[src/source/ctaFrontEnd_params.svh]
// compile-time sizes only; NUM_WARP_LOG must equal log2(NUM_WARP) and the CTA count may not exceed 24 bits
`ifndef CTA_FRONT_END_PARAMS_SVH
`define CTA_FRONT_END_PARAMS_SVH

// warp slots in the SM and the width of a slot index
`define NUM_WARP 4
`define NUM_WARP_LOG 2

// lanes per warp
`define SIZE_CORE 8

// width of one CTA-id coordinate (x, y or z)
`define SIZE_PREDEFINED 8

// linear CTA count covers the whole x*y*z grid
`define SIZE_CTA_CNT (3*`SIZE_PREDEFINED)

`endif
[src/source/ctaFrontEndPkg.sv]
// structs and the CTA state enum for the front end; needs the params header on the include path
`include "ctaFrontEnd_params.svh"

package ctaFrontEndPkg;

	// one CTA identifier, x counts fastest
	typedef struct packed {
		logic [`SIZE_PREDEFINED-1:0] x;
		logic [`SIZE_PREDEFINED-1:0] y;
		logic [`SIZE_PREDEFINED-1:0] z;
	} ctaIdT;

	// kernel launch configuration, held stable from reset on
	typedef struct packed {
		logic [`SIZE_PREDEFINED-1:0] nctaX;
		logic [`SIZE_PREDEFINED-1:0] nctaY;
		logic [`SIZE_PREDEFINED-1:0] nctaZ;
		logic [`NUM_WARP_LOG-1:0] nctaSM; // slots in use minus one
		logic [`SIZE_CORE-1:0] simdEnMask;
	} gridCfgT;

	// lanes of one warp that executed exit
	typedef struct packed {
		logic valid;
		logic [`NUM_WARP_LOG-1:0] warp;
		logic [`SIZE_CORE-1:0] mask;
	} exitReqT;

	typedef struct packed {
		logic valid;
		logic [`NUM_WARP_LOG-1:0] warp;
		logic [`SIZE_CORE-1:0] mask; // lanes still alive
	} issueT;

	// new CTA bound to a warp slot
	typedef struct packed {
		logic valid;
		logic [`NUM_WARP_LOG-1:0] warp;
		ctaIdT ctaId;
	} dispatchT;

	typedef enum logic [1:0] {
		FILL,
		RUN,
		DONE
	} ctaStateT;

endpackage

[src/source/ctaFrontEnd.sv]
// cfg_i must stay stable from reset on; stall_i freezes dispatch, exit tracking and issue alike
`timescale 1ns/1ps
`include "ctaFrontEnd_params.svh"

module ctaFrontEnd (
	input logic clk,
	input logic reset_i,
	input logic stall_i,
	input ctaFrontEndPkg::gridCfgT cfg_i,
	input ctaFrontEndPkg::exitReqT exitReq_i,
	output ctaFrontEndPkg::dispatchT dispatch_o,
	output ctaFrontEndPkg::issueT issue_o,
	output logic kernelDone_o,
	output logic kernelStall_o
);

	logic [`NUM_WARP-1:0] runMask; // slots holding a live CTA
	logic [`NUM_WARP-1:0][`SIZE_CORE-1:0] exitedLanes;
	logic ctaExit;
	logic [`NUM_WARP_LOG-1:0] exitWarp;

	// hands CTA ids to slots and tracks kernel completion
	ctaController u_ctaCtrl (
		.clk(clk),
		.reset_i(reset_i),
		.stall_i(stall_i),
		.cfg_i(cfg_i),
		.ctaExit_i(ctaExit),
		.exitWarp_i(exitWarp),
		.runMask_o(runMask),
		.dispatch_o(dispatch_o),
		.kernelDone_o(kernelDone_o),
		.kernelStall_o(kernelStall_o)
	);

	threadController u_threadCtrl (
		.clk(clk),
		.reset_i(reset_i),
		.stall_i(stall_i),
		.simdEnMask_i(cfg_i.simdEnMask),
		.exitReq_i(exitReq_i),
		.exitedLanes_o(exitedLanes),
		.ctaExit_o(ctaExit), // one pulse per finished CTA
		.exitWarp_o(exitWarp)
	);

	warpScheduler u_warpSched (
		.clk(clk),
		.reset_i(reset_i),
		.stall_i(stall_i),
		.simdEnMask_i(cfg_i.simdEnMask),
		.runMask_i(runMask),
		.exitedLanes_i(exitedLanes),
		.issue_o(issue_o)
	);
endmodule

[src/source/warpScheduler.sv]
// one issue per unstalled cycle; the first warp issued after reset is the lowest running slot
`timescale 1ns/1ps
`include "ctaFrontEnd_params.svh"

module warpScheduler (
	input logic clk,
	input logic reset_i,
	input logic stall_i,
	input logic [`SIZE_CORE-1:0] simdEnMask_i,
	input logic [`NUM_WARP-1:0] runMask_i,
	input logic [`NUM_WARP-1:0][`SIZE_CORE-1:0] exitedLanes_i,
	output ctaFrontEndPkg::issueT issue_o
);
	import ctaFrontEndPkg::*;

	logic [`NUM_WARP_LOG-1:0] lastWarp; // round-robin pointer
	logic [`NUM_WARP_LOG-1:0] cand;
	logic [`NUM_WARP_LOG-1:0] pick;
	logic found;
	issueT issueNext;

	// search starts right after the last issued warp and ends on it
	always_comb begin
		pick = lastWarp;
		found = 1'b0;
		cand = lastWarp;
		for (int i = 1; i <= `NUM_WARP; i++) begin
			cand = lastWarp + i[`NUM_WARP_LOG-1:0];
			if (!found && runMask_i[cand]) begin
				pick = cand;
				found = 1'b1;
			end
		end
	end

	always_comb begin
		issueNext.valid = found && !stall_i;
		issueNext.warp = pick;
		issueNext.mask = simdEnMask_i & ~exitedLanes_i[pick]; // drop exited lanes
	end

	always_ff @(posedge clk) begin
		if (reset_i) begin
			lastWarp <= '1; // so warp 0 goes first
			issue_o.valid <= 1'b0;
		end else begin
			issue_o <= issueNext;
			if (issueNext.valid) begin
				lastWarp <= pick;
			end
		end
	end
endmodule

[src/source/threadController.sv]
// exit requests name lanes of one warp; a request to a warp that is not running is still recorded
`timescale 1ns/1ps
`include "ctaFrontEnd_params.svh"

module threadController (
	input logic clk,
	input logic reset_i,
	input logic stall_i,
	input logic [`SIZE_CORE-1:0] simdEnMask_i,
	input ctaFrontEndPkg::exitReqT exitReq_i,
	output logic [`NUM_WARP-1:0][`SIZE_CORE-1:0] exitedLanes_o,
	output logic ctaExit_o,
	output logic [`NUM_WARP_LOG-1:0] exitWarp_o
);

	logic [`SIZE_CORE-1:0] merged;
	logic finished;

	// record of the addressed warp with the new lanes folded in
	assign merged = exitedLanes_o[exitReq_i.warp] | exitReq_i.mask;

	// the whole CTA is gone once every enabled lane has exited
	assign finished = exitReq_i.valid && ((merged & simdEnMask_i) == simdEnMask_i);

	always_ff @(posedge clk) begin
		if (reset_i) begin
			exitedLanes_o <= '0;
			ctaExit_o <= 1'b0;
		end else if (!stall_i) begin
			// a pending pulse is held through a stall so it is not lost
			ctaExit_o <= finished;
			if (exitReq_i.valid) begin
				if (finished) begin
					exitedLanes_o[exitReq_i.warp] <= '0; // slot gets a fresh CTA
				end else begin
					exitedLanes_o[exitReq_i.warp] <= merged;
				end
			end
		end
	end

	// warp index travels with the exit pulse
	always_ff @(posedge clk) begin
		if (!stall_i && exitReq_i.valid) begin
			exitWarp_o <= exitReq_i.warp;
		end
	end
endmodule

[src/source/ctaController.sv]
// cfg_i must be stable from reset on; a ctaExit arriving before the fill phase ends is not served
`timescale 1ns/1ps
`include "ctaFrontEnd_params.svh"

module ctaController (
	input logic clk,
	input logic reset_i,
	input logic stall_i,
	input ctaFrontEndPkg::gridCfgT cfg_i,
	input logic ctaExit_i,
	input logic [`NUM_WARP_LOG-1:0] exitWarp_i,
	output logic [`NUM_WARP-1:0] runMask_o,
	output ctaFrontEndPkg::dispatchT dispatch_o,
	output logic kernelDone_o,
	output logic kernelStall_o
);
	import ctaFrontEndPkg::*;

	ctaStateT state;
	ctaStateT stateNext;
	ctaIdT nextId; // id handed out by the next dispatch
	ctaIdT nextIdNext;
	logic [`SIZE_CTA_CNT-1:0] dispCnt;
	logic [`SIZE_CTA_CNT-1:0] dispCntNext;
	logic [`SIZE_CTA_CNT-1:0] totalCta;
	logic [`NUM_WARP_LOG-1:0] fillSlot;
	logic [`NUM_WARP_LOG-1:0] fillSlotNext;
	logic [`NUM_WARP-1:0] runMaskNext;
	dispatchT dispatchNext;
	logic ctaLeft;
	logic lastCta;

	// step to the following CTA, x fastest then y then z
	function automatic ctaIdT incCtaId(input ctaIdT id, input gridCfgT cfg);
		ctaIdT res;
		res = id;
		if (id.x != cfg.nctaX - 1'b1) begin
			res.x = id.x + 1'b1;
		end else begin
			res.x = '0;
			if (id.y != cfg.nctaY - 1'b1) begin
				res.y = id.y + 1'b1;
			end else begin
				res.y = '0;
				// z wraps only past the last CTA, and that id is never used
				res.z = (id.z != cfg.nctaZ - 1'b1) ? id.z + 1'b1 : '0;
			end
		end
		return res;
	endfunction

	assign totalCta = (`SIZE_CTA_CNT)'(cfg_i.nctaX) * (`SIZE_CTA_CNT)'(cfg_i.nctaY)
		* (`SIZE_CTA_CNT)'(cfg_i.nctaZ);
	assign ctaLeft = (dispCnt != totalCta);
	assign lastCta = (dispCnt + 1'b1 == totalCta); // this dispatch takes the final CTA

	always_comb begin
		stateNext = state;
		nextIdNext = nextId;
		dispCntNext = dispCnt;
		fillSlotNext = fillSlot;
		runMaskNext = runMask_o;
		dispatchNext.valid = 1'b0;
		dispatchNext.warp = fillSlot;
		dispatchNext.ctaId = nextId;
		if (!stall_i) begin
			case (state)
				FILL: begin
					// one slot per cycle, in slot order
					if (ctaLeft) begin
						dispatchNext.valid = 1'b1;
						runMaskNext[fillSlot] = 1'b1;
						nextIdNext = incCtaId(nextId, cfg_i);
						dispCntNext = dispCnt + 1'b1;
					end
					if (!ctaLeft || lastCta || fillSlot == cfg_i.nctaSM) begin
						stateNext = RUN;
					end else begin
						fillSlotNext = fillSlot + 1'b1;
					end
				end
				RUN: begin
					if (ctaExit_i) begin
						dispatchNext.warp = exitWarp_i; // refill the slot that just finished
						if (ctaLeft) begin
							dispatchNext.valid = 1'b1;
							nextIdNext = incCtaId(nextId, cfg_i);
							dispCntNext = dispCnt + 1'b1;
						end else begin
							runMaskNext[exitWarp_i] = 1'b0; // nothing left, retire slot
						end
					end
					if (!ctaLeft && runMask_o == '0) begin
						stateNext = DONE;
					end
				end
				default: begin
					stateNext = DONE; // kernel finished, wait for reset
				end
			endcase
		end
	end

	always_ff @(posedge clk) begin
		if (reset_i) begin
			state <= FILL;
			nextId <= '0;
			dispCnt <= '0;
			fillSlot <= '0;
			runMask_o <= '0;
			dispatch_o.valid <= 1'b0;
		end else begin
			state <= stateNext;
			nextId <= nextIdNext;
			dispCnt <= dispCntNext;
			fillSlot <= fillSlotNext;
			runMask_o <= runMaskNext;
			dispatch_o <= dispatchNext;
		end
	end

	assign kernelDone_o = (state == DONE);
	assign kernelStall_o = kernelDone_o || (runMask_o == '0); // no warp able to run
endmodule

[config.mk]
export PLATFORM = sky130hd
export DESIGN_NAME = ctaFrontEnd
export DESIGN_NICKNAME = d
export VERILOG_FILES = /design/src/source/ctaFrontEndPkg.sv /design/src/source/ctaFrontEnd.sv /design/src/source/warpScheduler.sv /design/src/source/threadController.sv /design/src/source/ctaController.sv
export VERILOG_INCLUDE_DIRS = /design/src /design/src/source
export SDC_FILE = /design/constraint.sdc
export NUM_CORES = 1
export LEC_CHECK = 0
export ABC_AREA = 1
export BUFFER_PORTS_ARGS = -buffer_cell sky130_fd_sc_hd__buf_4
export CAP_MARGIN = 25
export CORE_UTILIZATION = 50
export CTS_CLUSTER_DIAMETER = 50
export CTS_CLUSTER_SIZE = 20
export DETAILED_ROUTE_END_ITERATION = 7
export GPL_ROUTABILITY_DRIVEN = 0
export GPL_TIMING_DRIVEN = 0
export PLACE_DENSITY = 0.69
export SETUP_SLACK_MARGIN = 0.15
export SYNTH_ARGS = -nofsm -noshare
export SYNTH_HDL_FRONTEND = slang
export SYNTH_SLANG_ARGS = --single-unit
[constraint.sdc]
create_clock -name clk -period 19.8 [get_ports clk]
set_input_delay 3.96 -clock clk [delete_from_list [all_inputs] [get_ports clk]]
set_output_delay 3.96 -clock clk [all_outputs]
set_load 0.05 [all_outputs]
* Word-level counts from Yosys, hierarchy flattened
Index checks and enable logic that the tools add are counted.
** Cells by class
- Add/sub/neg operators :: 11
- Mux-type cells :: 51
- Reductions and logical operators :: 27
- Equal/unequal tests :: 14
- Multipliers :: 2
- Bitwise operators :: 11
- Order comparisons :: 11
** Operator list (number)
- 24-bit 2-to-1 mux :: 4
- 24-bit case mux with 2 select lines :: 2
- 8-bit 2-to-1 mux :: 7
- 32-bit bitwise AND :: 1
- 8-bit binary-select mux with 2-bit select :: 2
- 32-bit bitwise mux :: 1
- 32-bit 2-to-1 mux :: 1
- 32-bit NOT :: 1
- 24-bit by 1-bit adder with 24-bit output (second input constant) :: 1
- 8-bit by 1-bit adder with 8-bit output (second input constant) :: 3
- 24-bit equality test :: 1
- 2-bit by 3-bit less-than comparator with 1-bit output (second input constant) :: 8
- 16-bit by 8-bit multiplier with 24-bit output :: 1
- 24-bit inequality test :: 1
- 8-bit inequality test :: 3
- 8-bit by 1-bit subtractor with 8-bit output (second input constant) :: 3
- 8-bit bitwise AND :: 2
- 8-bit demux with 2-bit select :: 1
- 8-bit by 8-bit multiplier with 16-bit output :: 1
- 16-bit 2-to-1 mux :: 1
- 2-bit 2-to-1 mux :: 8
- 4-bit 2-to-1 mux :: 3
- 1-bit 2-to-1 mux :: 11
- 1-bit logical AND :: 10
- other kinds (30) :: 50
** Word-level totals
- Output and inout port bits :: 40
- Logic and storage cells :: 149
- Register bits :: 131
- Bits of input ports :: 48

* Longest topological paths before layout
- Depth after elaboration :: 17
- Depth in mapped cells :: 49
- Depth with buffers taken out :: 47

* Cells and area by module
From an unflattened synthesis, not the netlist that was laid out.
** Second synthesis, totals
- Cell total of the unflattened synthesis :: 2456
- Area, all modules :: 16037.9 um^2
** Modules (own cells, without submodules)
- ctaController :: area each 12326.8 um^2, instances 1, sequential area each 1921.8 um^2, cells each 1828
- threadController :: area each 2538.7 um^2, instances 1, sequential area each 720.7 um^2, cells each 450
- warpScheduler :: area each 1172.4 um^2, instances 1, sequential area each 360.3 um^2, cells each 178

* Worst setup path after synthesis
No wires, ideal clock.
- Path kind :: in2reg
- Start :: in cfg_i[25] (netlist name)
- End :: reg u_ctaCtrl.nextId, in the netlist u_ctaCtrl.dispatchNext[17]
- Arrival time :: 11.981 ns
- Cell stages on the path :: 43
- Library setup time :: 0.126 ns
- Required time :: 19.674 ns
- Buffers on the path :: 3
- Path slack :: 7.693 ns
- Cell sequence :: clkbuf_1 -> nand2_1 -> fa_1 -> fa_1 -> fa_1 -> fa_1 -> inv_1 -> ha_1 -> a21oi_1 -> o21a_1 -> o21ai_0 -> nand2_1 -> nand2_1 -> a21o_1 -> a21oi_1 -> o21bai_1 -> xnor2_1 -> nor2_1 -> (+7 left out) -> nand2_1 -> inv_1 -> nand2_1 -> nand2_1 -> a21oi_1 -> nand3_1 -> nand2_1 -> nand3_1 -> nand2_1 -> nand2_1 -> nor2_2 -> nand3_4 -> nand2_4 -> buf_8 -> buf_8 -> nand2_1 -> o21ai_1 -> nor2_1
** Between the ends
- Longest elaborated chain between the ends :: 6
** RTL lines
- start: declaration :: RTL line ctaFrontEnd.sv:9 : input ctaFrontEndPkg::gridCfgT cfg_i,
- 8-bit by 8-bit multiplier with 16-bit output (*) :: RTL line ctaController.sv:52 : assign totalCta = (`SIZE_CTA_CNT)'(cfg_i.nctaX) * (`SIZE_CTA_CNT)'(cfg_i.nctaY)
- 16-bit by 8-bit multiplier with 24-bit output (*) :: RTL line ctaController.sv:52
- 24-bit inequality test (*) :: RTL line ctaController.sv:54 : assign ctaLeft = (dispCnt != totalCta);
- 24-bit 2-to-1 mux (*)
- 24-bit 2-to-1 mux
- 24-bit case mux with 2 select lines (*)
- end signal: assignment :: RTL line ctaController.sv:114 : nextId <= nextIdNext;
- end: declaration :: RTL line ctaController.sv:21 : ctaIdT nextId;
Mark *: on every way between the ends. The rest lies on a longest branch, timed or not. The select of a mux whose other input is x is not followed.
A chain may end at the register's enable or synchronous reset.

* Worst setup path in the final report
- Start :: in cfg_i[31] (netlist name)
- End :: reg u_ctaCtrl.dispCnt[7]
** Between the ends
- Longest elaborated chain between the ends :: 6
** RTL lines
- 8-bit by 8-bit multiplier with 16-bit output (*) :: RTL line ctaController.sv:52
- 16-bit by 8-bit multiplier with 24-bit output (*) :: RTL line ctaController.sv:52
- 24-bit inequality test (*) :: RTL line ctaController.sv:54
- 24-bit 2-to-1 mux (*)
- 24-bit 2-to-1 mux
- 24-bit case mux with 2 select lines (*)
- end signal: assignment :: RTL line ctaController.sv:115 : dispCnt <= dispCntNext;
- end: declaration :: RTL line ctaController.sv:23 : logic [`SIZE_CTA_CNT-1:0] dispCnt;
Marked as above.

==> reports/qor.yml <==
setup_tns_ns: 0
endpoint_kind: "register"
path_clk_slew_ns: 0.06
grt_pass1_wl_mm: 65.65
cpMostUsedCell: "nand2_1"
grt_pass1_vias: 13590
drv_cap: 0
final_cell_mix: "nand2_1, inv_1, nor2_1"
max_freq_mhz: 76.36
dr.pass1.iters: 5
drive_gt1_frac: 0.09372
die_h_um: 172.8
criticalPathCategory: "primary input to register"
antenna_found_initial: 0
synthCells: 2091
wire_per_inst_um: 15.09
finalWorstSetupSlack_ns: 6.704
cp_top_family: "adder cells"
antenna_cells: 0
rows: 62
dp_hpwl_mm: 31.08
cts.sinks: 131
post-place-ws_ns: 6.325
rr_worst_depth: 18
cts_tree: "done"
postCtsSetupRepairBufs: 0
nNetsFinal: 2444
crit_fanout: 10
holdBufCountCts: 0
cp.required_ns: 20.14
min_period_over_period: 0.6614
dp_cells: 2549
htreeDepth: 4
stdcell_count: 2582
critPathLaunchType: "primary input"
die_w_um: 172.8
rsz0062_at_grt: "no"
grt_usage: 0.2698
wirelength_mm: 38.96
ios: 88
cts_root_buffer: "clkbuf_16"
grt_max_degree: 46
synth-edff-count: 38
layout-area-overhead-vs-synth_pct: 11.38
synth_warnings: 0
path_depth: 43
clockBufferDepth: 2
final_common_cell: "nand2_1"
hold_viol_final: 0
post_cts_resized: 0
finClkSkew_ns: 0.01091
synth_area_um2: 14590
num_vias: 13770
numCtsBuffers: 17
slew_viol_final: 0
slew-limit-headroom: 0.3516
vias_per_cell: 5.333
status: "completed"
nFillCells: 2723
avgSynthCellArea_um2: 6.975
drt_iter0_markers: 942
cp.arrival_ns: 13.44
worst_hold_path_type: "register to register"
async_reset_ff_frac: 0
ant_nets: 0
design.die.area_um2: 29860
syn-num-nets: 2350
setup_viol: 0
crit_path_max_incr_delay_ns: 0.56
initial_core_util: 0.5082
cp_slowest_cell: "xnor2_1"
fin_util: 0.5660
synth_top_area_frac: 0.1647
synth.area.top_cells: "fa_1, nand2_1, dfxtp_1"
numPortBuffers: 74
critPathBufInv: 8
worst_pin_slew_ns: 0.9652
synth_flop_cell: "dfxtp_1"
multiInputGateArea_um2: 9797
drc: 0
overflow: 0
final.min_clock_period_ns: 13.10
synth_largest_area_cell: "fa_1"
core-area_um2: 28700
whs_path_depth: 0
seq_area_um2: 3003
synth-seq-cells: 131
yosysSeqAreaShare: 0.2059
clkLatencyLatePin_ns: 0.43
synthDistinctLibCells: 55
-- layer usage --
metal / vias up / GRT usage / routed length, um
met1: 6466 / 0.3502 / 16720
met5: - / 0 / 0
met4: 0 / 0.1150 / 1353
li1: 6723 / - / -
met3: 86 / 0.04200 / 2617
met2: 495 / 0.4467 / 18280
-- logic make-up (layout without fill, tap and decap cells) --
group                    Yosys count  count (layout)  share of synthesized area
AND/OR/NAND/NOR                  987             987                     0.2937
buffers and inverters            449             556                     0.1224
AO/OA/AOI/OAI                    232             232                    0.08656
adder cells (fa/ha/maj)          211             211                     0.2428
flip-flops                       131             131                     0.2059
XOR/XNOR                          81              81                    0.04864
-- final cells by class --
type,count,share of cell area
clock inverter,13,0.009242
sequential,131,0.1848
timing repair buffer,75,0.03543
inverter,392,0.09057
buffer,57,0.01933
clock buffer,19,0.02796
multi-input combinational,1511,0.6030
tap,384,0.02957
-- sequential cells by signal (all words and copies together), names as in the netlist --
| register | cells |
|---|---|
| u_ctaCtrl.state | 2 |
| u_warpSched.lastWarp | 2 |
| u_ctaCtrl.dispatchNext | 24 |
| u_threadCtrl.exitedLanes_o | 32 |
| u_threadCtrl.exitWarp_o | 2 |
| u_ctaCtrl.runMask_o | 4 |
| u_threadCtrl.ctaExit_o | 1 |
| u_warpSched.issue_o | 11 |
| u_ctaCtrl.dispCnt | 24 |
| u_ctaCtrl.fillSlot | 2 |
| u_ctaCtrl.dispatch_o | 27 |
-- cell usage after synthesis, types with 6 or more instances --
cell type,n
a21oi_1,114
a21oi_2,7
buf_2,9
buf_4,7
clkbuf_1,33
clkinv_1,6
dfxtp_1,93
edfxtp_1,38
fa_1,120
ha_1,91
inv_1,379
inv_2,7
nand2_1,542
nand2_2,17
nand3_1,139
nand3_2,6
nand3b_1,11
nand4_1,40
nor2_1,162
nor2_2,12
nor3_1,22
o21ai_0,73
o21ai_1,11
or2_2,18
xnor2_1,23
xor2_1,58
-- metrics by stage --
stage                     instance area, um2  hold WS [ns]
after floorplan                        14590        0.4064
after global placement                 15620        0.4142
after detailed placement               15620        0.4139
after CTS                              16230        0.4287
after global routing                   16250        0.4301
final                                  16250        0.4270
-- final timing paths --
path / from / endpoint / slack [ns]
worst max-delay path: cfg_i[31] / u_ctaCtrl.dispCnt[7] / 6.70
worst max register to register: u_ctaCtrl.dispCnt[0] / u_ctaCtrl.state[0] / 16.55
worst min-delay path: u_ctaCtrl.dispatchNext[5] / u_ctaCtrl.dispatch_o[5] / 0.43
worst min register to register: u_ctaCtrl.dispatchNext[5] / u_ctaCtrl.dispatch_o[5] / 0.43
-- worst reg2reg max path: stages, from the launching register on --
cell	delay [ns]
dfxtp_1	0.49
ha_1	0.34
nand2_1	0.12
nor2_2	0.32
nand2_1	0.26
nor2_2	0.30
nand2_1	0.11
xor2_1	0.18
inv_1	0.08
nand2_1	0.07
nand2_1	0.05
nor2_1	0.08
nand2_1	0.05
nor2_1	0.18
nand2_1	0.15
nand3_1	0.14
nand2_1	0.09
nand2_1	0.06
a21oi_1	0.05
Power is left out: the tool's default activity adds up to more than one toggle a clock period on the data nets, which glitch-free logic cannot reach.
